**src/bt_bridge_pkg.sv**
```systemverilog
// ==============================
// Channel plus value fill exactly one 16-bit sample word
// Channel field limits the lane count to 8
// ==============================
`default_nettype none

package bt_bridge_pkg;

	localparam int chan_bits = 3;
	localparam int value_bits = 13;

	typedef logic [7:0] byte_t;

	// Same 16 bits, seen as sensor fields or as serial bytes
	typedef union packed
	{
		struct packed
		{
			logic [chan_bits-1:0] chan;
			logic [value_bits-1:0] value;
		} fields;
		struct packed
		{
			byte_t hi;
			byte_t lo;
		} bytes;
	} sample_word_u;

endpackage

`default_nettype wire

```
**src/uart_tx.sv**
```systemverilog
// ==============================
// 8N1, LSB first, cycles_per_bit of at least 2
// ==============================
`timescale 1ns/100ps
`default_nettype none

module uart_tx #(
	parameter int cycles_per_bit = 16
)(
	input logic clock,
	input logic reset,
	input logic tx_start,
	input bt_bridge_pkg::byte_t tx_byte,
	output logic tx_busy,
	output logic txd
);
	import bt_bridge_pkg::*;

	localparam int timer_bits = $clog2(cycles_per_bit);
	localparam logic [timer_bits-1:0] bit_end = timer_bits'(cycles_per_bit - 1);

	byte_t shift_reg;
	logic [timer_bits-1:0] timer;
	// 0 start, 1 to 8 data, 9 stop
	logic [3:0] bit_cnt;

	always_ff @(posedge clock)
	begin
		if (tx_start && !tx_busy)
			shift_reg <= tx_byte;
		else if (tx_busy && timer == bit_end && bit_cnt < 4'd8)
			shift_reg <= shift_reg >> 1;
	end

	always_ff @(posedge clock or posedge reset)
	begin
		if (reset)
		begin
			tx_busy <= 1'b0;
			txd <= 1'b1;
			timer <= '0;
			bit_cnt <= '0;
		end
		else if (!tx_busy)
		begin
			if (tx_start)
			begin
				tx_busy <= 1'b1;
				txd <= 1'b0;
				timer <= '0;
				bit_cnt <= '0;
			end
		end
		else if (timer != bit_end)
			timer <= timer + 1'b1;
		else
		begin
			timer <= '0;
			if (bit_cnt == 4'd9)
				tx_busy <= 1'b0;
			else
			begin
				bit_cnt <= bit_cnt + 1'b1;
				txd <= (bit_cnt == 4'd8) ? 1'b1 : shift_reg[0];
			end
		end
	end

endmodule

`default_nettype wire

```
**config.mk**
```make
export PLATFORM = sky130hd
export DESIGN_NAME = uart_tx
export DESIGN_NICKNAME = d
export VERILOG_FILES = /design/src/bt_bridge_pkg.sv /design/src/uart_tx.sv
export SDC_FILE = /design/constraint.sdc
export NUM_CORES = 1
export LEC_CHECK = 0
export ABC_AREA = 1
export BUFFER_PORTS_ARGS = -buffer_cell sky130_fd_sc_hd__buf_2
export CELL_PAD_IN_SITES_DETAIL_PLACEMENT = 1
export CELL_PAD_IN_SITES_GLOBAL_PLACEMENT = 1
export CORE_MARGIN = 2
export CORE_UTILIZATION = 46
export DETAILED_ROUTE_END_ITERATION = 8
export PLACE_DENSITY = 0.79
export SETUP_SLACK_MARGIN = 0.2
export SYNTH_ARGS = -nofsm -noshare
export SYNTH_HDL_FRONTEND = slang
export SYNTH_SLANG_ARGS = --single-unit
```
**constraint.sdc**
```tcl
create_clock -name clock -period 3.69 [get_ports clock]
set_clock_uncertainty 0.05 [all_clocks]
set_input_delay 0.5535 -clock clock [delete_from_list [all_inputs] [get_ports clock]]
set_output_delay 0.5535 -clock clock [all_outputs]
set_load 0.02 [all_outputs]
```
==> impl_metrics.tcl <==
set metrics [dict create \
    synth_area_leaders "edfxtp_1 (26%), dfrtp_1 (24%), nand2_1 (7.7%)" \
    coreArea_um2 1942 \
    syn_area_um2 929.6 \
    io_buffers 12 \
    utilization_pct 53.29 \
    drv_cap 0 \
    numCtsBuffers 3 \
    hold_path.class "in -> async" \
    largest_reg_flops 8 \
    setup_violations 0 \
    syn2layout_area_growth_pct 11.31 \
    dp_cells 128 \
    yosysUniqueCellTypes 19 \
    root_buffer "clkbuf_4" \
    crit_top_cell "nand2_1" \
    clockBufferDepth 2 \
    synth_edf_count 8 \
    die_h_um 48.96 \
    clock.fmax_ghz 0.6057 \
    start_kind "flop" \
    period_needed_ps 1651 \
    clk_latency_ps 280 \
    reg2reg_depth 5 \
    synth.most_common_cell "nand2_1" \
    worstSetupEndpointType "flop" \
    fin_crit_sh_pct 44.74 \
    timing.final.ws_setup_ps 2039 \
    crit_family "simple AND/OR/NAND/NOR gates" \
    drive_gt1_share_pct 26.67 \
    rsz0062_at_grt "false" \
    cts.htree.levels 1 \
    num_io_pins 13 \
    grt_antenna_before_repair 0 \
    ant_nets 0 \
    status "finished, final reports clean" \
    fin_cells 132 \
    crit_type "reg -> reg" \
    crit_chain "ha_1 > nand3_1 > nor2_4 > nand2_1 > nand2_1" \
    cp_slowest_cell "dfrtp_1" \
    synthArstFlopShare_pct 55.56 \
    maxSlewHeadroom_pct 73.36 \
    grtUsageTotal_pct 16.29 \
    p_leak_nw 0.5021 \
    postCtsHoldBufs 0 \
    synth_ff_type "dfrtp_1" \
    ys_seq_area_share_pct 52.89 \
    synth_common_cells "nand2_1 (19), inv_1 (11), nand3_1 (11)" \
    grt_pass1_wl_um 3008 \
    syn_area_per_cell_um2 10.33 \
    slowest_delay_ps 410 \
    worst_ir_drop_vdd_mv 0.2929 \
    ys_ff_latch 18 \
    path_depth 5 \
    cts_tree "yes" \
    via_per_inst 5.008 \
    path_clk_slew_ps 100 \
    required_ps 3600 \
    dr.first_iter.drc_count 8 \
    hold_viol 0 \
    start_util_pct 47.87 \
    cp_data_arrival_time_ps 1560 \
    dp_hpwl_um 1324 \
    grt_pass1_vias 710 \
    dieArea_um2 2397 \
    fin_hold_ws_ps 182.6 \
    ctsResizeCount 0 \
    setup_tns_ps 0 \
    diodes 0 \
    syn_nets 105 \
    slew_violations 0 \
    synth_top_area_share_pct 25.84 \
    grt_max_degree 17 \
    critical_path_buf_inv_count 0 \
    cts.sinks 18 \
    fp-row-count 16 \
    synth_cells 90 \
    place_worst_setup_slack_ps 2044 \
    cts_setup_buffers 0 \
    drc 0 \
    yosysWarnings 0 \
    nNetsFinal 121 \
    firstDrtPassIters 2 \
    avgRoutedWirePerCell_um 12.95 \
    vias 661 \
    crit_fanout 8 \
    grt_overflow_total 0 \
    gp_congestion 0.7835 \
    p_per_area_nw_per_um2 613.3 \
    worst_pin_slew_ps 399.2 \
    wirelength_um 1710 \
    synth_top_area_cell "edfxtp_1" \
    dieWidth_um 48.96 \
]
==> power by group <==
part	switching (mW)	internal (mW)
clock	0.0573	0.0392
sequential	0.0573	0.279
combinational	0.113	0.0888
total	0.227	0.407
==> kinds of logic after synthesis <==
logic type | count (synthesis) | share of synthesized area (%)
buffers and inverters | 13 | 6.729
AOI/OAI and AO/OA | 7 | 4.306
adders and majority gates | 4 | 5.384
DFF | 18 | 52.89
muxes | 7 | 8.882
and+or+nand+nor | 40 | 20.86
xor gates and xnor gates | 1 | 0.9423
==> worst paths after layout <==
kind / slack [ps] / endpoint / from
setup / recovery: 2040 / shift_reg[7] / timer[0]
hold / removal: 180 / bit_cnt[3] / reset
setup reg to reg: 2040 / shift_reg[7] / timer[0]
hold reg to reg: 440 / txd / txd
max in group asynchronous: 3090 / txd / reset
min in group clock: 440 / txd / txd
==> per-layer routing <==
metal / part of all wire (%) / vias to the layer above / GRT usage (%)
met5: 0 / - / 0
met4: 0.76 / 0 / 4.286
met3: 1.9 / 2 / 2.761
met2: 52 / 5 / 29.91
met1: 45 / 322 / 19.57
li1: - / 332 / -
==> worst reg2reg max path, stage by stage (launching register included) <==
cell and delay (ps):
dfrtp_1 410, ha_1 200, nand3_1 150, nor2_4 170
nand2_1 90, nand2_1 270
==> layout make-up <==
class | instances | area, um2
Clock buffer | 3 | 22.52
Clock inverter | 1 | 3.754
Fill cell | 236 | 907.1
Inverter | 12 | 47.55
Multi-Input combinational cell | 59 | 375.4
Sequential cell | 18 | 491.7
Tap cell | 27 | 33.78
Timing Repair Buffer | 12 | 60.06
==> through the flow <==
stage	cell area, um2	total power, mW
finish	1035	0.6346
global route	1035	0.6885
CTS	1035	0.6446
detailed placement	1008	0.5461
global placement	1008	0.5279
floorplan	929.6	0.4824
==> placed cells by master, fill, tap and decap left out <==
cell	n
nand4_1	3
o21ai_0	3
dfstp_2	1
inv_4	1
nand2_1	19
nand3_1	11
nand2_4	2
edfxtp_1	8
mux2_4	1
clkbuf_4	3
mux2_2	6
nor2_4	1
clkinv_1	1
nor2_1	4
xnor2_1	1
a22o_2	1
dfrtp_1	9
ha_1	4
inv_1	11
a21oi_1	3
buf_2	12
(Power assumes the default switching activity.)
