## src/bt_bridge_pkg.sv

```systemverilog
// ==============================
// Channel plus value fill exactly one 16-bit sample word
// Channel field limits the lane count to 8
// ==============================
`default_nettype none

package bt_bridge_pkg;

	localparam int chan_bits = 3;
	localparam int value_bits = 13;

	typedef logic [7:0] byte_t;

	// Same 16 bits, seen as sensor fields or as serial bytes
	typedef union packed
	{
		struct packed
		{
			logic [chan_bits-1:0] chan;
			logic [value_bits-1:0] value;
		} fields;
		struct packed
		{
			byte_t hi;
			byte_t lo;
		} bytes;
	} sample_word_u;

endpackage

`default_nettype wire

```

## src/sample_distributor.sv

```systemverilog
// ==============================
// One credit counter per lane, starting at lane_depth
// Channels at or above num_lanes are dropped
// ==============================
`timescale 1ns/100ps
`default_nettype none

module sample_distributor #(
	parameter int num_lanes = 4,
	parameter int lane_depth = 4
)(
	input logic clock,
	input logic reset,
	input logic sample_valid,
	input bt_bridge_pkg::sample_word_u sample_word,
	output logic sample_ready,
	output logic sample_dropped,
	output logic [num_lanes-1:0] push,
	output bt_bridge_pkg::sample_word_u push_word,
	input logic [num_lanes-1:0] credit_return
);
	import bt_bridge_pkg::*;

	localparam int cnt_bits = $clog2(lane_depth + 1);
	localparam logic [cnt_bits-1:0] full_credit = cnt_bits'(lane_depth);
	localparam logic [cnt_bits-1:0] one_credit = cnt_bits'(1);

	logic [chan_bits-1:0] chan;
	logic chan_ok;
	logic accept;
	logic [num_lanes-1:0] lane_hit;
	logic [2**chan_bits-1:0] has_credit;
	logic [cnt_bits-1:0] credit [num_lanes];

	assign chan = sample_word.fields.chan;
	assign chan_ok = int'(chan) < num_lanes;

	// Unused channel slots read as no credit
	always_comb
	begin
		has_credit = '0;
		for (int i = 0; i < num_lanes; i++)
		begin
			has_credit[i] = credit[i] != '0;
			lane_hit[i] = int'(chan) == i;
		end
	end

	// Bad channels are always taken so they can be discarded
	assign sample_ready = !chan_ok || has_credit[chan];
	assign accept = sample_valid && sample_ready && chan_ok;

	always_ff @(posedge clock or posedge reset)
	begin
		if (reset)
		begin
			push <= '0;
			sample_dropped <= 1'b0;
			for (int i = 0; i < num_lanes; i++)
			begin
				credit[i] <= full_credit;
			end
		end
		else
		begin
			push <= accept ? lane_hit : '0;
			sample_dropped <= sample_valid && !chan_ok;
			for (int i = 0; i < num_lanes; i++)
			begin
				// Take and return in the same cycle cancel out
				if (accept && lane_hit[i] && !credit_return[i])
					credit[i] <= credit[i] - one_credit;
				else if (credit_return[i] && !(accept && lane_hit[i]))
					credit[i] <= credit[i] + one_credit;
			end
		end
	end

	always_ff @(posedge clock)
	begin
		if (accept)
			push_word <= sample_word;
	end

endmodule

`default_nettype wire

```

## config.mk

```make
export PLATFORM = sky130hd
export DESIGN_NAME = sample_distributor
export DESIGN_NICKNAME = d
export VERILOG_FILES = /design/src/bt_bridge_pkg.sv /design/src/sample_distributor.sv
export SDC_FILE = /design/constraint.sdc
export NUM_CORES = 1
export LEC_CHECK = 0
export BUFFER_PORTS_ARGS = -buffer_cell sky130_fd_sc_hd__buf_2
export CAP_MARGIN = 30
export CORE_UTILIZATION = 46
export CTS_BUF_LIST = sky130_fd_sc_hd__clkbuf_8
export DETAILED_ROUTE_END_ITERATION = 8
export HOLD_SLACK_MARGIN = 0.05
export PLACE_DENSITY = 0.8
export SKIP_LAST_GASP = 1
export SYNTH_ARGS = -nofsm -noshare
export SYNTH_HDL_FRONTEND = slang
export SYNTH_SLANG_ARGS = --single-unit
export TNS_END_PERCENT = 1
```

## constraint.sdc

```tcl
create_clock -name clock -period 2.1 [get_ports clock]
set_input_delay 0.315 -clock clock [delete_from_list [all_inputs] [get_ports clock]]
set_output_delay 0.315 -clock clock [all_outputs]
set_load 0.01 [all_outputs]
```

==> results.sh <==
export IMPL_outcome="finished with violations"
export IMPL_violations="negative setup slack"
export IMPL_synth_seq_area_share_pct=66.85
export IMPL_drtPass1Iterations=4
export IMPL_dp_hpwl_um=1981
export IMPL_max_clock_freq_mhz=423.2
export IMPL_place_ws_ns=-0.2651
export IMPL_synthTopCellsByArea="edfxtp_1, dfrtp_1, dfstp_2, fa_1, inv_1"
export IMPL_maxSlewViolCount=0
export IMPL_vias=928
export IMPL_ctsHoldBuffers=0
export IMPL_final_layout_size_suffix_gt1_share_pct=44.79
export IMPL_synth_top_area_cell="edfxtp_1"
export IMPL_grt_use_met1_pct=19.60
export IMPL_timing_rr_end="credit[2]"
export IMPL_synth_net_count=126
export IMPL_n_antenna_cell=0
export IMPL_worst_pin_slew_ns=0.6694
export IMPL_critPathRequiredTime_ns=2.30
export IMPL_setup_violations_final=5
export IMPL_cp_start_kind="register"
export IMPL_total_power_w=0.001940
export IMPL_die_area_um2=3184
export IMPL_ys_warn_count=0
export IMPL_cts_buffer_depth=2
export IMPL_grt_ovfl_total=0
export IMPL_peakVddDrop_v=0.0007486
export IMPL_fin_area_um2=1837
export IMPL_timing_hold_ws_ns=0.1217
export IMPL_worstReg2RegStart="credit[2]"
export IMPL_routed_wirelength_um=2500
export IMPL_ant_nets=0
export IMPL_routedWlPerCell_um=12.89
export IMPL_critical_path_class="reg2reg"
export IMPL_synth_compound_area_share_pct=1.469
export IMPL_root_buffer="clkbuf_8"
export IMPL_synth_top_area_share_pct=35.26
export IMPL_final_nets=193
export IMPL_syn_area_um2=1363
export IMPL_drv_cap=0
export IMPL_gp_congestion=0.7818
export IMPL_clkTransAtPathRegs_ns=0.07
export IMPL_hold_viol=0
export IMPL_rsz0062_at_grt="true"
export IMPL_synth_top_family_by_area="adder cells"
export IMPL_synth_area_mux_share_pct=2.204
export IMPL_avgSynthCellArea_um2=14.34
export IMPL_met2_usage_pct=31.76
export IMPL_grt_pass1_vias=1005
export IMPL_drc_errors=0
export IMPL_r2r_setup_slack_ns=-0.26
export IMPL_final_cell_mix="buf_2, inv_1, buf_4, edfxtp_1, dfrtp_1"
export IMPL_die_x_um=56.43
export IMPL_clk_latency_ns=0.28
export IMPL_vias_per_cell=4.784
export IMPL_die_h_um=56.43
export IMPL_synthCells=95
export IMPL_cts_tree="built"
export IMPL_synth_seq_cells=33
export IMPL_endpoint_kind="register"
export IMPL_grt_usage_pct=17.97
export IMPL_layout_commonest_cell="buf_2"
export IMPL_p_per_area_nw_per_um2=1056
export IMPL_place_area_um2=1754
export IMPL_finalCritPeriodShare_pct=112.5
export IMPL_h_tree_depth=2
export IMPL_min_period_ns=2.363
export IMPL_cts_buffers=5
export IMPL_post_cts_setup_buffers=0
export IMPL_io_pins=45
export IMPL_min_path_type="in2async"
export IMPL_grt_busiest_layer="met2"
export IMPL_cp_data_arrival_time_ns=2.57
export IMPL_rr_worst_depth=9
export IMPL_grt_pass1_wl_um=4264
export IMPL_critPathMaxFanout=3
export IMPL_use_met3_pct=4.839
export IMPL_start_util_pct=48.99
export IMPL_core_um2=2781
export IMPL_relSlewSlack_pct=55.32
export IMPL_cts_sinks=33
export IMPL_leakage_nw=0.8979
export IMPL_antenna_found_initial=0
export IMPL_fin_skew_ns=0.005968
export IMPL_synth_cell_types=20
export IMPL_first_iter_violations=10
export IMPL_io_buffers=44
export IMPL_row_count=19
export IMPL_ctsResizeCount=0
export IMPL_synthXorXnorAreaFrac_pct=7.713
export IMPL_synthToLayoutAreaGrowth_pct=34.80
export IMPL_synthAdderAreaFrac_pct=9.550
export IMPL_grt_max_degree=18
export IMPL_fin_ws_ns=-0.2628
export IMPL_synth_simple_area_share_pct=6.979
-- area by class of cell --
class | instances | area (um2)
Clock inverter | 3 | 13.76
Tap cell | 31 | 38.79
Sequential cell | 33 | 910.9
Multi-Input combinational cell | 43 | 392.9
Clock buffer | 5 | 68.82
Inverter | 19 | 71.32
Fill cell | 220 | 944.7
Timing Repair Buffer | 60 | 340.3
-- cell families (layout without fill, tap and decap cells) --
kind of cell	Yosys count	count (layout)
compound gates	3	3
xor+xnor	12	12
fa+ha+maj	8	8
buf+inv	19	87
flops	33	33
mux	3	3
simple gates	17	17
-- sequential cells by signal, indices dropped and copies added, names as in the netlist --
register / cells
push_word: 16
credit: 12
push: 4
sample_dropped: 1
-- power breakdown --
group | leakage, nW | internal, W | switching (W) | total (W)
Clock | 0.0491 | 0.000224 | 0.000218 | 0.000443
Combinational | 0.497 | 0.000268 | 0.000281 | 0.000549
Sequential | 0.352 | 0.000862 | 0.0000860 | 0.000948
Total | 0.898 | 0.00135 | 0.000585 | 0.00194
-- through the flow --
step                      cells  utilization (%)  setup TNS (ns)
final                       194            66.04         -0.6094
after global routing        194            66.04          -1.307
after CTS                   194            66.04         -0.7109
after detailed placement    186            63.07         -0.6914
after global placement      186            63.07         -0.2596
after floorplan              95                -          -1.677
-- synth_stat cells (all sizes together) --
cell type,n
ha,4
nor4,6
dfstp,4
mux2i,3
edfxtp,16
nor4b,1
and2,1
dfrtp,13
nor2,5
xnor2,4
o21ai,1
fa,4
or3,1
nand3b,1
a21oi,1
inv,19
xor2,8
a311o,1
nand2,1
nand2b,1
-- critical path, stage by stage, from the launching register on --
cell     delay, ns
dfstp_2       0.53
nor2_1        0.04
a311o_1       0.40
nor4_2        0.20
ha_1          0.24
inv_1         0.06
fa_1          0.38
xor2_1        0.15
nor2_1        0.11
xor2_1        0.18
-- worst max path at each step --
stage / slack [ns] / startpoint / cells past startpoint / end
finish: -0.26 / credit[2] / 9 / credit[2]
global route: -0.41 / credit[2] / 9 / credit[5]
CTS: -0.29 / credit[2] / 9 / credit[5]
detailed placement: -0.27 / credit[2] / 9 / credit[5]
global placement: -0.15 / credit[2] / 9 / credit[5]
floorplan: -0.11 / credit[2] / 9 / credit[5]
-- metal layers --
layer | up-vias | share of wire [%]
met5 | - | 0
met4 | 0 | 1.2
met3 | 4 | 6.8
met2 | 38 | 55
met1 | 440 | 37
li1 | 446 | -
(Power assumes the default switching activity.)
