### src/bt_bridge_pkg.sv
// ==============================
// Channel plus value fill exactly one 16-bit sample word
// Channel field limits the lane count to 8
// ==============================
`default_nettype none

package bt_bridge_pkg;

	localparam int chan_bits = 3;
	localparam int value_bits = 13;

	typedef logic [7:0] byte_t;

	// Same 16 bits, seen as sensor fields or as serial bytes
	typedef union packed
	{
		struct packed
		{
			logic [chan_bits-1:0] chan;
			logic [value_bits-1:0] value;
		} fields;
		struct packed
		{
			byte_t hi;
			byte_t lo;
		} bytes;
	} sample_word_u;

endpackage

`default_nettype wire

### src/stream_lane.sv
// ==============================
// Relies on distributor credits to never overflow
// ==============================
`timescale 1ns/100ps
`default_nettype none

module stream_lane #(
	parameter int lane_depth = 4
)(
	input logic clock,
	input logic reset,
	input logic push,
	input bt_bridge_pkg::sample_word_u push_word,
	input logic take,
	output logic byte_valid,
	output bt_bridge_pkg::byte_t byte_out,
	output logic byte_is_last,
	output logic credit_return
);
	import bt_bridge_pkg::*;

	localparam int ptr_bits = lane_depth > 1 ? $clog2(lane_depth) : 1;
	localparam int count_bits = $clog2(lane_depth + 1);
	localparam logic [ptr_bits-1:0] last_slot = ptr_bits'(lane_depth - 1);

	sample_word_u mem [lane_depth];
	sample_word_u head;
	logic [ptr_bits-1:0] wr_ptr;
	logic [ptr_bits-1:0] rd_ptr;
	logic [count_bits-1:0] count;
	logic lo_half;
	logic pop;

	assign head = mem[rd_ptr];
	assign byte_valid = count != '0;
	assign byte_out = lo_half ? head.bytes.lo : head.bytes.hi;
	assign byte_is_last = lo_half;

	// Word leaves only after its lo byte is taken
	assign pop = take && lo_half;

	always_ff @(posedge clock)
	begin
		if (push)
			mem[wr_ptr] <= push_word;
	end

	always_ff @(posedge clock or posedge reset)
	begin
		if (reset)
		begin
			wr_ptr <= '0;
			rd_ptr <= '0;
			count <= '0;
			lo_half <= 1'b0;
			credit_return <= 1'b0;
		end
		else
		begin
			credit_return <= pop;
			if (push)
				wr_ptr <= (wr_ptr == last_slot) ? '0 : wr_ptr + 1'b1;
			if (pop)
				rd_ptr <= (rd_ptr == last_slot) ? '0 : rd_ptr + 1'b1;
			if (take)
				lo_half <= !lo_half;
			if (push && !pop)
				count <= count + 1'b1;
			else if (pop && !push)
				count <= count - 1'b1;
		end
	end

endmodule

`default_nettype wire

### config.mk
export PLATFORM = sky130hd
export DESIGN_NAME = stream_lane
export DESIGN_NICKNAME = d
export VERILOG_FILES = /design/src/bt_bridge_pkg.sv /design/src/stream_lane.sv
export SDC_FILE = /design/constraint.sdc
export NUM_CORES = 1
export LEC_CHECK = 0
export BUFFER_PORTS_ARGS = -buffer_cell sky130_fd_sc_hd__buf_2
export CORE_MARGIN = 2
export CORE_UTILIZATION = 57
export DETAILED_ROUTE_END_ITERATION = 8
export GPL_ROUTABILITY_DRIVEN = 0
export GPL_TIMING_DRIVEN = 0
export PLACE_DENSITY = 0.78
export SYNTH_ARGS = -nofsm -noshare
export SYNTH_HDL_FRONTEND = slang
export SYNTH_SLANG_ARGS = --single-unit
### constraint.sdc
create_clock -name clock -period 2.2 [get_ports clock]
set_input_delay 0 -clock clock [delete_from_list [all_inputs] [get_ports clock]]
set_output_delay 0 -clock clock [all_outputs]
set_load 0.005 [all_outputs]
==> reports/metrics.csv, run 1 <==
stage,metric,value,unit
status,status,completed,
pwr,leak pwr,1.33,nW
pwr,Power Density,1180,nW/um^2
timing,Final Hold Vio Count,0,
clock_tree,CTS sink cnt,73,
timing,sum of negative setup slack,0,ns
critical_path,CP max-delay cell,fa_1,
critical_path,crit-path cells,buf_2 > nand2_1 > ha_1 > inv_1 > fa_1 > mux2_2,
pwr,Internal,3.03,mW
pwr,Psw,1.14,mW
clock_tree,H-tree lvl count,3,
synthesis,Syn Nets,161,
timing,Worst Skew,0.00417,ns
global_route,first-pass GRT wire length,7610,um
global_route,vias in the first global route,1483,
final_layout,fillers,315,
clock_tree,post-CTS setup buffer count,0,
detailed_routing,Initial DRC Count,76,
critical_path,startpoint types,flop,
critical_path,CP max stage delay,0.41,ns
die,core area,5040,sq um
place,Port Buf Inserts,30,
worst_hold_path,class of the worst hold path,input pin to asynchronous set/reset pin,
timing,final worst path period need,2.01,ns
die,initial core utilization,0.585,
detailed_routing,drt drc,0,
critical_path,"Max FO, Critical Path",10,
clock_tree,cts bufs inserted,9,
detailed_routing,final WL,4730,um
flow_run,Max-Cap Viols,0,
place,"worst slack, placed",0.176,ns
pwr,combinational share of power,0.330,
global_route,largest net degree at the start of global routing,17,
timing,setup repair after global routing missed its margin,no,
final_layout,Ant. Diodes,0,
clock_tree,CTS root buf,clkbuf_8,
critical_path,RR Startpoint,byte_is_last,
synthesis,Seq cells post-synth,73,
detailed_routing,Avg Vias per Cell,5.21,
timing,Final Slew Violations,0,
clock_tree,CTS resizes,0,
pwr,highest ir drop seen on vdd,0.000680,V
global_route,total track usage,0.180,
clock_tree,CTS tree,built,
synthesis,"Seq/Total Area, Yosys",0.728,
timing,Max Clock Freq,496,MHz
synthesis,post-synth cell types,22,
detailed_routing,DRT Pass-1 Iters,4,
critical_path,crit end category,flop,
synthesis,mapped cell area,2950,sq um
die,io pins,31,
synthesis,Post-Synthesis Cells,134,
die,DIE WIDTH,75.9,um
critical_path,CP arrival,2.23,ns
detailed_routing,vias,1396,
critical_path,CP Class,flop to flop,
final_layout,P&R area growth vs syn,19.9,%
timing,max_slew headroom,0.429,
die,num rows,26,
global_route,initial antenna violation count,0,
pwr,Flop pwr share,0.462,
timing,"Setup violations, final",0,
final_layout,share of cells above drive strength 1,0.323,
final_layout,"most common cell after layout, fill and taps aside",edfxtp_1,
critical_path,"reg-to-reg slack, setup",0.19,ns
final_layout,Layout Nets,220,
final_layout,most frequent cells in the layout,"edfxtp_1, buf_2, dlygate4sd3_1",
timing,fin worst setup slack,0.186,ns
die,Die Y,75.9,um
detailed_routing,Wirelength per Cell,17.6,um
detailed_routing,Detail Route Antenna Nets,0,
critical_path,reg2reg end,count[1],
synthesis,synthesized area per cell,22.0,sq um
global_route,grt ovf,0,
clock_tree,clk slew on worst S/H paths,0.06,ns
critical_path,r2r worst-path depth,6,
timing,Tcrit/Tclk final,0.916,
pwr,clock share of power,0.208,
synthesis,Syn. warnings,0,
clock_tree,clock buffer depth,2,
die,DIE AREA,5760,sq um
pwr,sw frac,0.274,
timing,Worst Max-Slew Pin Slew,0.856,ns
critical_path,Critical Path RT,2.41,ns
clock_tree,clock insertion delay at the later pin of the skew report,0.33,ns
power by group through the flow:
stage          logic [mW]  registers, mW  clock network [mW]
5_1_grt              1.51           1.96               0.947
3_5_place_dp         1.41           1.93                   0
2_1_floorplan        1.02           1.90                   0
3_3_place_gp         1.36           1.91                   0
4_1_cts              1.40           1.93               0.888
6_report             1.38           1.93               0.868
cells in the mapped netlist, drive strengths merged:
library cell,count,area share
dfrtp,9,0.076
o21ai,2,0.0034
and2,4,0.0085
xor2,3,0.0089
mux2,10,0.048
edfxtp,64,0.65
nand2,3,0.0038
nor3,1,0.0017
ha,6,0.025
fa,1,0.0068
mux4,16,0.13
nor2,2,0.0025
a21o,1,0.0030
xnor2,1,0.0030
or3,1,0.0021
inv,5,0.0064
clkbuf,1,0.0013
buf,4,0.014
logic make-up (layout without fill, tap and decap cells):
| logic type | count (synthesis) | count (layout) | share of synthesized area |
|---|---|---|---|
| AND/OR/NAND/NOR | 11 | 11 | 0.0187 |
| AO/OA/AOI/OAI | 3 | 3 | 0.00637 |
| XOR/XNOR | 4 | 4 | 0.0119 |
| adder cells (fa/ha/maj) | 7 | 7 | 0.0323 |
| multiplexers | 26 | 26 | 0.181 |
| buffers and inverters | 10 | 74 | 0.0216 |
| flip-flops | 73 | 73 | 0.728 |
critical path: cells and delay by family (launching register included):
family | cells | cell delay, ns
fa+ha+maj | 2 | 0.67
buf+inv | 2 | 0.41
flops | 1 | 0.34
mux | 1 | 0.27
simple gates | 1 | 0.21
final cells by class:
cell class | instances | area (sq um) | share of cell area
sequential | 73 | 2150 | 0.608
clock inverter | 1 | 5.00 | 0.00142
multi-input combinational | 51 | 737 | 0.209
buffer | 4 | 41.3 | 0.0117
timing repair buffer | 49 | 340 | 0.0963
tap | 70 | 87.6 | 0.0248
clock buffer | 15 | 156 | 0.0443
inverter | 5 | 18.8 | 0.00531
per-layer routing:
metal	wire, um	global-route usage	vias to the layer above
met5	0	0	-
met1	2030	0.220	711
met3	129	0.0440	4
met2	2540	0.310	27
li1	-	-	654
met4	29	0.0764	0
through the flow:
| step | instances | utilization | cell area, sq um | total power, mW | hold slack, ns |
|---|---|---|---|---|---|
| detailed placement | 234 | 0.632 | 3190 | 3.34 | -0.0109 |
| finish | 268 | 0.701 | 3530 | 4.17 | 0.190 |
| CTS | 268 | 0.701 | 3530 | 4.22 | 0.187 |
| global placement | 234 | 0.632 | 3190 | 3.27 | -0.0335 |
| global route | 268 | 0.701 | 3530 | 4.41 | 0.235 |
| floorplan | 134 | - | 2950 | 2.92 | -0.172 |
worst max path at each step:
stage,start,endpoint,slack (ns)
finish,byte_is_last,count[1],0.19
global placement,byte_is_last,count[1],0.25
detailed placement,byte_is_last,count[1],0.18
global route,rd_ptr[1],byte_out[2],0.09
floorplan,byte_is_last,count[1],0.39
CTS,rd_ptr[1],byte_out[2],0.13
sequential cells by signal, summed over array words and instances, names as in the netlist:
register and flops:
mem 64, credit_return 1, rd_ptr 2, count 3, wr_ptr 2, byte_is_last 1
timing repair:
item	CTS	global route
endpoints found under the setup margin	8	0
hold buffers	19	0
endpoints found under the hold margin	76	0
No activity file was read; power rests on OpenSTA's default activity.
==> run 2: changes to the inputs <==
==> constraint.sdc (replaced) <==
create_clock -name clock -period 2.2 [get_ports clock]
set_input_delay 0.11 -clock clock [delete_from_list [all_inputs] [get_ports clock]]
set_output_delay 0.11 -clock clock [all_outputs]
set_load 0.005 [all_outputs]
==> run 2 against run 1 <==
  * Critical path depth shrank 1
  * Clock skew is essentially flat
  * Register-to-register slack is essentially flat
  * Sequential power is essentially flat
  * Power shrank 0.10%
  * Core utilization shrank 0.57 points
  * Flip-flop and latch count is the same
  * Largest power group unchanged
  * Highest routed layer unchanged
==> reports/metrics.csv, run 2 (synthesis results as in run 1) <==
stage,metric,value,unit
critical_path,CP max stage delay,0.51,ns
timing,Worst Skew,0.00462,ns
final_layout,P&R area growth vs syn,18.9,%
timing,Final Slew Violations,0,
final_layout,largest registers,"mem x64, count x3",
clock_tree,CTS sink cnt,73,
place,Post-DP Area,3190,sq um
pwr,Internal,3.03,mW
critical_path,family with the most delay on the worst path,multiplexers,
detailed_routing,Avg Vias per Cell,5.24,
final_layout,area taken by multi-input logic gates,737,sq um
final_layout,flip-flop and latch area,2150,sq um
clock_tree,clock insertion delay at the later pin of the skew report,0.33,ns
pwr,Psw,1.14,mW
global_route,initial antenna violation count,0,
die,DIE AREA,5760,sq um
final_layout,Finished Layout Cells,265,
timing,Final Hold Vio Count,0,
die,DIE WIDTH,75.9,um
detailed_routing,final WL,4680,um
detailed_routing,Initial DRC Count,81,
place,Placed Cells incl. Taps,234,
timing,setup repair after global routing missed its margin,no,
critical_path,crit-path cells,buf_6 > buf_12 > mux4_2 > mux2_4 > buf_2,
clock_tree,H-tree lvl count,3,
die,Die Y,75.9,um
critical_path,CP max-delay cell,mux4_2,
timing,Tcrit/Tclk final,0.940,
critical_path,CP arrival,1.96,ns
global_route,first-pass GRT wire length,7510,um
detailed_routing,Wirelength per Cell,17.6,um
timing,WHS,0.0135,ns
global_route,largest net degree at the start of global routing,17,
final_layout,max FFs per register,64,
pwr,Flop pwr share,0.463,
detailed_routing,Detail Route Antenna Nets,0,
final_layout,share of cells above drive strength 1,0.333,
timing,fin worst setup slack,0.132,ns
final_layout,fillers,317,
die,core area,5040,sq um
pwr,Power Density,1190,nW/um^2
detailed_routing,DRT Pass-1 Iters,4,
detailed_routing,drt drc,0,
clock_tree,cts bufs inserted,9,
final_layout,"most common cell after layout, fill and taps aside",edfxtp_1,
final_layout,Layout Nets,217,
critical_path,startpoint types,flop,
critical_path,Critical Path RT,2.09,ns
pwr,sw frac,0.274,
place,"worst slack, placed",0.176,ns
global_route,total track usage,0.178,
die,initial core utilization,0.585,
final_layout,Top reg by flops,mem,
final_layout,Ant. Diodes,0,
critical_path,CP bufs+invs,3,
worst_hold_path,class of the worst hold path,input pin to flop,
pwr,leak pwr,1.32,nW
critical_path,CP Class,flop to output pin,
pwr,combinational share of power,0.329,
timing,final worst path period need,2.07,ns
final_layout,"Design Area, Final",3500,sq um
clock_tree,CTS root buf,clkbuf_8,
flow_run,Max-Cap Viols,0,
timing,Max Clock Freq,484,MHz
timing,"Setup violations, final",0,
pwr,clock share of power,0.208,
critical_path,"Max FO, Critical Path",10,
clock_tree,clock buffer depth,2,
timing,sum of negative setup slack,0,ns
clock_tree,CTS tree,built,
timing,max_slew headroom,0.431,
detailed_routing,vias,1389,
status,status,completed,
final_layout,final core occ,0.695,
place,Port Buf Inserts,30,
global_route,vias in the first global route,1450,
critical_path,crit end category,output pin,
timing,Worst Max-Slew Pin Slew,0.854,ns
clock_tree,clk slew on worst S/H paths,0.06,ns
die,num rows,26,
die,io pins,31,
final_layout,most frequent cells in the layout,"edfxtp_1, buf_2, dlygate4sd3_1",
pwr,total power,4.17,mW
pwr,highest ir drop seen on vdd,0.000679,V
global_route,grt ovf,0,
run 2: worst paths after layout:
| check | end | startpoint | slack (ns) | cells past startpoint |
|---|---|---|---|---|
| worst max-delay path | byte_out[2] | rd_ptr[0] | 0.13 | 5 |
| worst min-delay path | mem[3][7] | push_word[7] | 0.01 | 1 |
| worst max register to register | count[1] | byte_is_last | 0.19 | 6 |
| worst min register to register | count[2] | count[2] | 0.47 | 1 |
| max in group asynchronous | rd_ptr[1] | reset | 1.61 | 3 |
| min in group asynchronous | count[1] | reset | 0.30 | 3 |
run 2: final cells by class:
class | count | area share
plain buffers | 4 | 0.0118
clock buffers | 15 | 0.0446
clock inverters | 1 | 0.00143
inverters | 5 | 0.00536
multi-input cells | 51 | 0.210
flip-flops and latches | 73 | 0.613
well taps | 70 | 0.0250
repair buffers | 46 | 0.0885
run 2: per-layer routing:
layer | track usage | part of all wire | up-vias
met5 | 0 | 0 | -
met4 | 0.0764 | 0.0062 | 0
met3 | 0.0452 | 0.031 | 4
met2 | 0.303 | 0.53 | 27
met1 | 0.219 | 0.43 | 711
li1 | - | - | 647
run 2: power by group through the flow:
stage	sequential, mW	clock, mW	combinational, mW
after floorplan	1.90	0	1.02
after global routing	1.96	0.947	1.50
after CTS	1.93	0.888	1.40
after global placement	1.91	0	1.36
after detailed placement	1.93	0	1.41
final	1.93	0.867	1.37
run 2: repair_timing:
action                     in CTS  in global routing
pin swaps                       0                  0
setup buffers                   0                  0
hold buffers                   16                  0
setup endpoints to repair       8                  2
hold endpoints to repair       60                  0
resized for setup               0                  1
==> run 3: changes to the inputs <==
CTS_BUF_LIST = sky130_fd_sc_hd__clkbuf_16   (was not set)
==> run 3 against run 2 <==
  * Clock power increased by 40%
  * Non-clock buffer count down 3
  * Clock skew shrank 0.0016 ns
  * Wire length rose by 0.86%
  * Hold slack worse by 0.0015 ns
==> reports/metrics.csv, run 3 (synthesis results as in run 1) <==
stage,metric,value,unit
status,status,completed,
final_layout,Ant. Diodes,0,
detailed_routing,Detail Route Antenna Nets,0,
pwr,total power,4.51,mW
global_route,total track usage,0.183,
detailed_routing,routed length on met1,1990,um
detailed_routing,Initial DRC Count,54,
global_route,first-pass GRT wire length,7590,um
clock_tree,CTS sink cnt,73,
timing,setup repair after global routing missed its margin,no,
timing,final worst path period need,2.06,ns
die,DIE AREA,5760,sq um
clock_tree,clock insertion delay at the later pin of the skew report,0.33,ns
critical_path,CP Class,flop to output pin,
critical_path,crit end category,output pin,
timing,Final Hold Vio Count,0,
detailed_routing,final WL,4720,um
critical_path,CP max-delay cell,mux4_2,
timing,sum of negative setup slack,0,ns
global_route,grt ovf,0,
timing,Worst Max-Slew Pin Slew,0.850,ns
die,num rows,26,
flow_run,Max-Cap Viols,0,
critical_path,startpoint types,flop,
final_layout,max FFs per register,64,
pwr,Power Density,1260,nW/um^2
timing,Final Slew Violations,0,
detailed_routing,WL met3,212,um
final_layout,Top reg by flops,mem,
final_layout,Layout Nets,214,
clock_tree,H-tree lvl count,3,
final_layout,fillers,312,
pwr,highest ir drop seen on vdd,0.000950,V
timing,Max Clock Freq,486,MHz
clock_tree,post-CTS setup buffer count,0,
final_layout,Finished Layout Cells,262,
detailed_routing,metal2 WL,2430,um
worst_hold_path,class of the worst hold path,input pin to flop,
global_route,largest net degree at the start of global routing,17,
clock_tree,clock buffer depth,2,
final_layout,share of cells above drive strength 1,0.333,
timing,max_slew headroom,0.433,
critical_path,crit-path cells,buf_6 > buf_12 > mux4_2 > mux2_4 > buf_2,
clock_tree,CTS root buf,clkbuf_16,
die,DIE WIDTH,75.9,um
pwr,leak pwr,1.37,nW
die,Die Y,75.9,um
clock_tree,cts bufs inserted,9,
detailed_routing,max layer used,met4,
final_layout,final core occ,0.707,
clock_tree,CTS tree,built,
detailed_routing,vias,1388,
timing,fin worst setup slack,0.143,ns
global_route,vias in the first global route,1471,
final_layout,"most common cell after layout, fill and taps aside",edfxtp_1,
critical_path,CP max stage delay,0.50,ns
place,"worst slack, placed",0.176,ns
critical_path,Critical Path RT,2.09,ns
final_layout,largest registers,"mem x64, count x3",
timing,Worst Skew,0.00304,ns
critical_path,CP arrival,1.95,ns
timing,"Setup violations, final",0,
detailed_routing,DRT Pass-1 Iters,4,
clock_tree,clk slew on worst S/H paths,0.05,ns
place,Placed Cells incl. Taps,234,
die,io pins,31,
final_layout,P&R area growth vs syn,21.0,%
die,initial core utilization,0.585,
die,core area,5040,sq um
place,Port Buf Inserts,30,
detailed_routing,drt drc,0,
final_layout,most frequent cells in the layout,"edfxtp_1, buf_2, dlygate4sd3_1",
timing,Tcrit/Tclk final,0.935,
detailed_routing,Avg Vias per Cell,5.30,
detailed_routing,Wirelength per Cell,18.0,um
critical_path,"Max FO, Critical Path",10,
global_route,initial antenna violation count,0,
[run 3: cell count changes in the layout (fill, tap and decap cells not counted)]
cell and change:
clkinv_1 +1, clkbuf_1 -5, clkbuf_8 -10, dlygate4sd3_1 -3
inv_1 +5, clkbuf_16 +9
[run 3: final cells by class]
| class | instances | area (sq um) | area share |
|---|---|---|---|
| clock inverters | 7 | 27.5 | 0.00772 |
| repair buffers | 43 | 280 | 0.0786 |
| inverters | 5 | 18.8 | 0.00526 |
| well taps | 70 | 87.6 | 0.0246 |
| multi-input cells | 51 | 737 | 0.207 |
| clock buffers | 9 | 225 | 0.0632 |
| flip-flops and latches | 73 | 2150 | 0.602 |
| plain buffers | 4 | 41.3 | 0.0116 |
[run 3: per-stage QoR]
stage	instance area, sq um	hold WS, ns
final	3570	0.0121
after global routing	3570	0.00363
after CTS	3550	0.00163
after detailed placement	3190	0.0991
after global placement	3190	0.0765
after floorplan	2950	-0.0621
[run 3: critical path, delay by kind of cell (launching register included)]
kind	cells	cell delay (ns)
buf+inv	3	0.49
flops	1	0.36
mux	2	0.77
[run 3: timing repair]
item,in CTS,in global routing
hold endpoints to repair,44,3
endpoints found under the setup margin,8,2
hold buffers,12,1
gates resized for setup,0,1
[run 3: path summary, 6_finish.rpt]
| kind | startpoint | to | slack, ns | depth (start not counted) |
|---|---|---|---|---|
| setup / recovery | rd_ptr[0] | byte_out[2] | 0.14 | 5 |
| hold / removal | push_word[14] | mem[0][14] | 0.01 | 1 |
| setup reg to reg | byte_is_last | count[1] | 0.18 | 6 |
| hold reg to reg | count[2] | count[2] | 0.46 | 1 |
| max in group asynchronous | reset | rd_ptr[1] | 1.60 | 3 |
| min in group asynchronous | reset | wr_ptr[0] | 0.31 | 3 |
[run 3: report_power, final]
group | internal [mW] | leakage (nW) | switching (mW)
registers | 1.81 | 0.695 | 0.119
logic | 0.773 | 0.528 | 0.595
clock network | 0.734 | 0.143 | 0.477
total | 3.32 | 1.37 | 1.19
[run 3: per-layer routing]
layer / global-route usage / vias to the layer above
li1: - / 646
met5: 0 / -
met1: 0.220 / 704
met3: 0.0738 / 9
met2: 0.302 / 29
met4: 0.0655 / 0
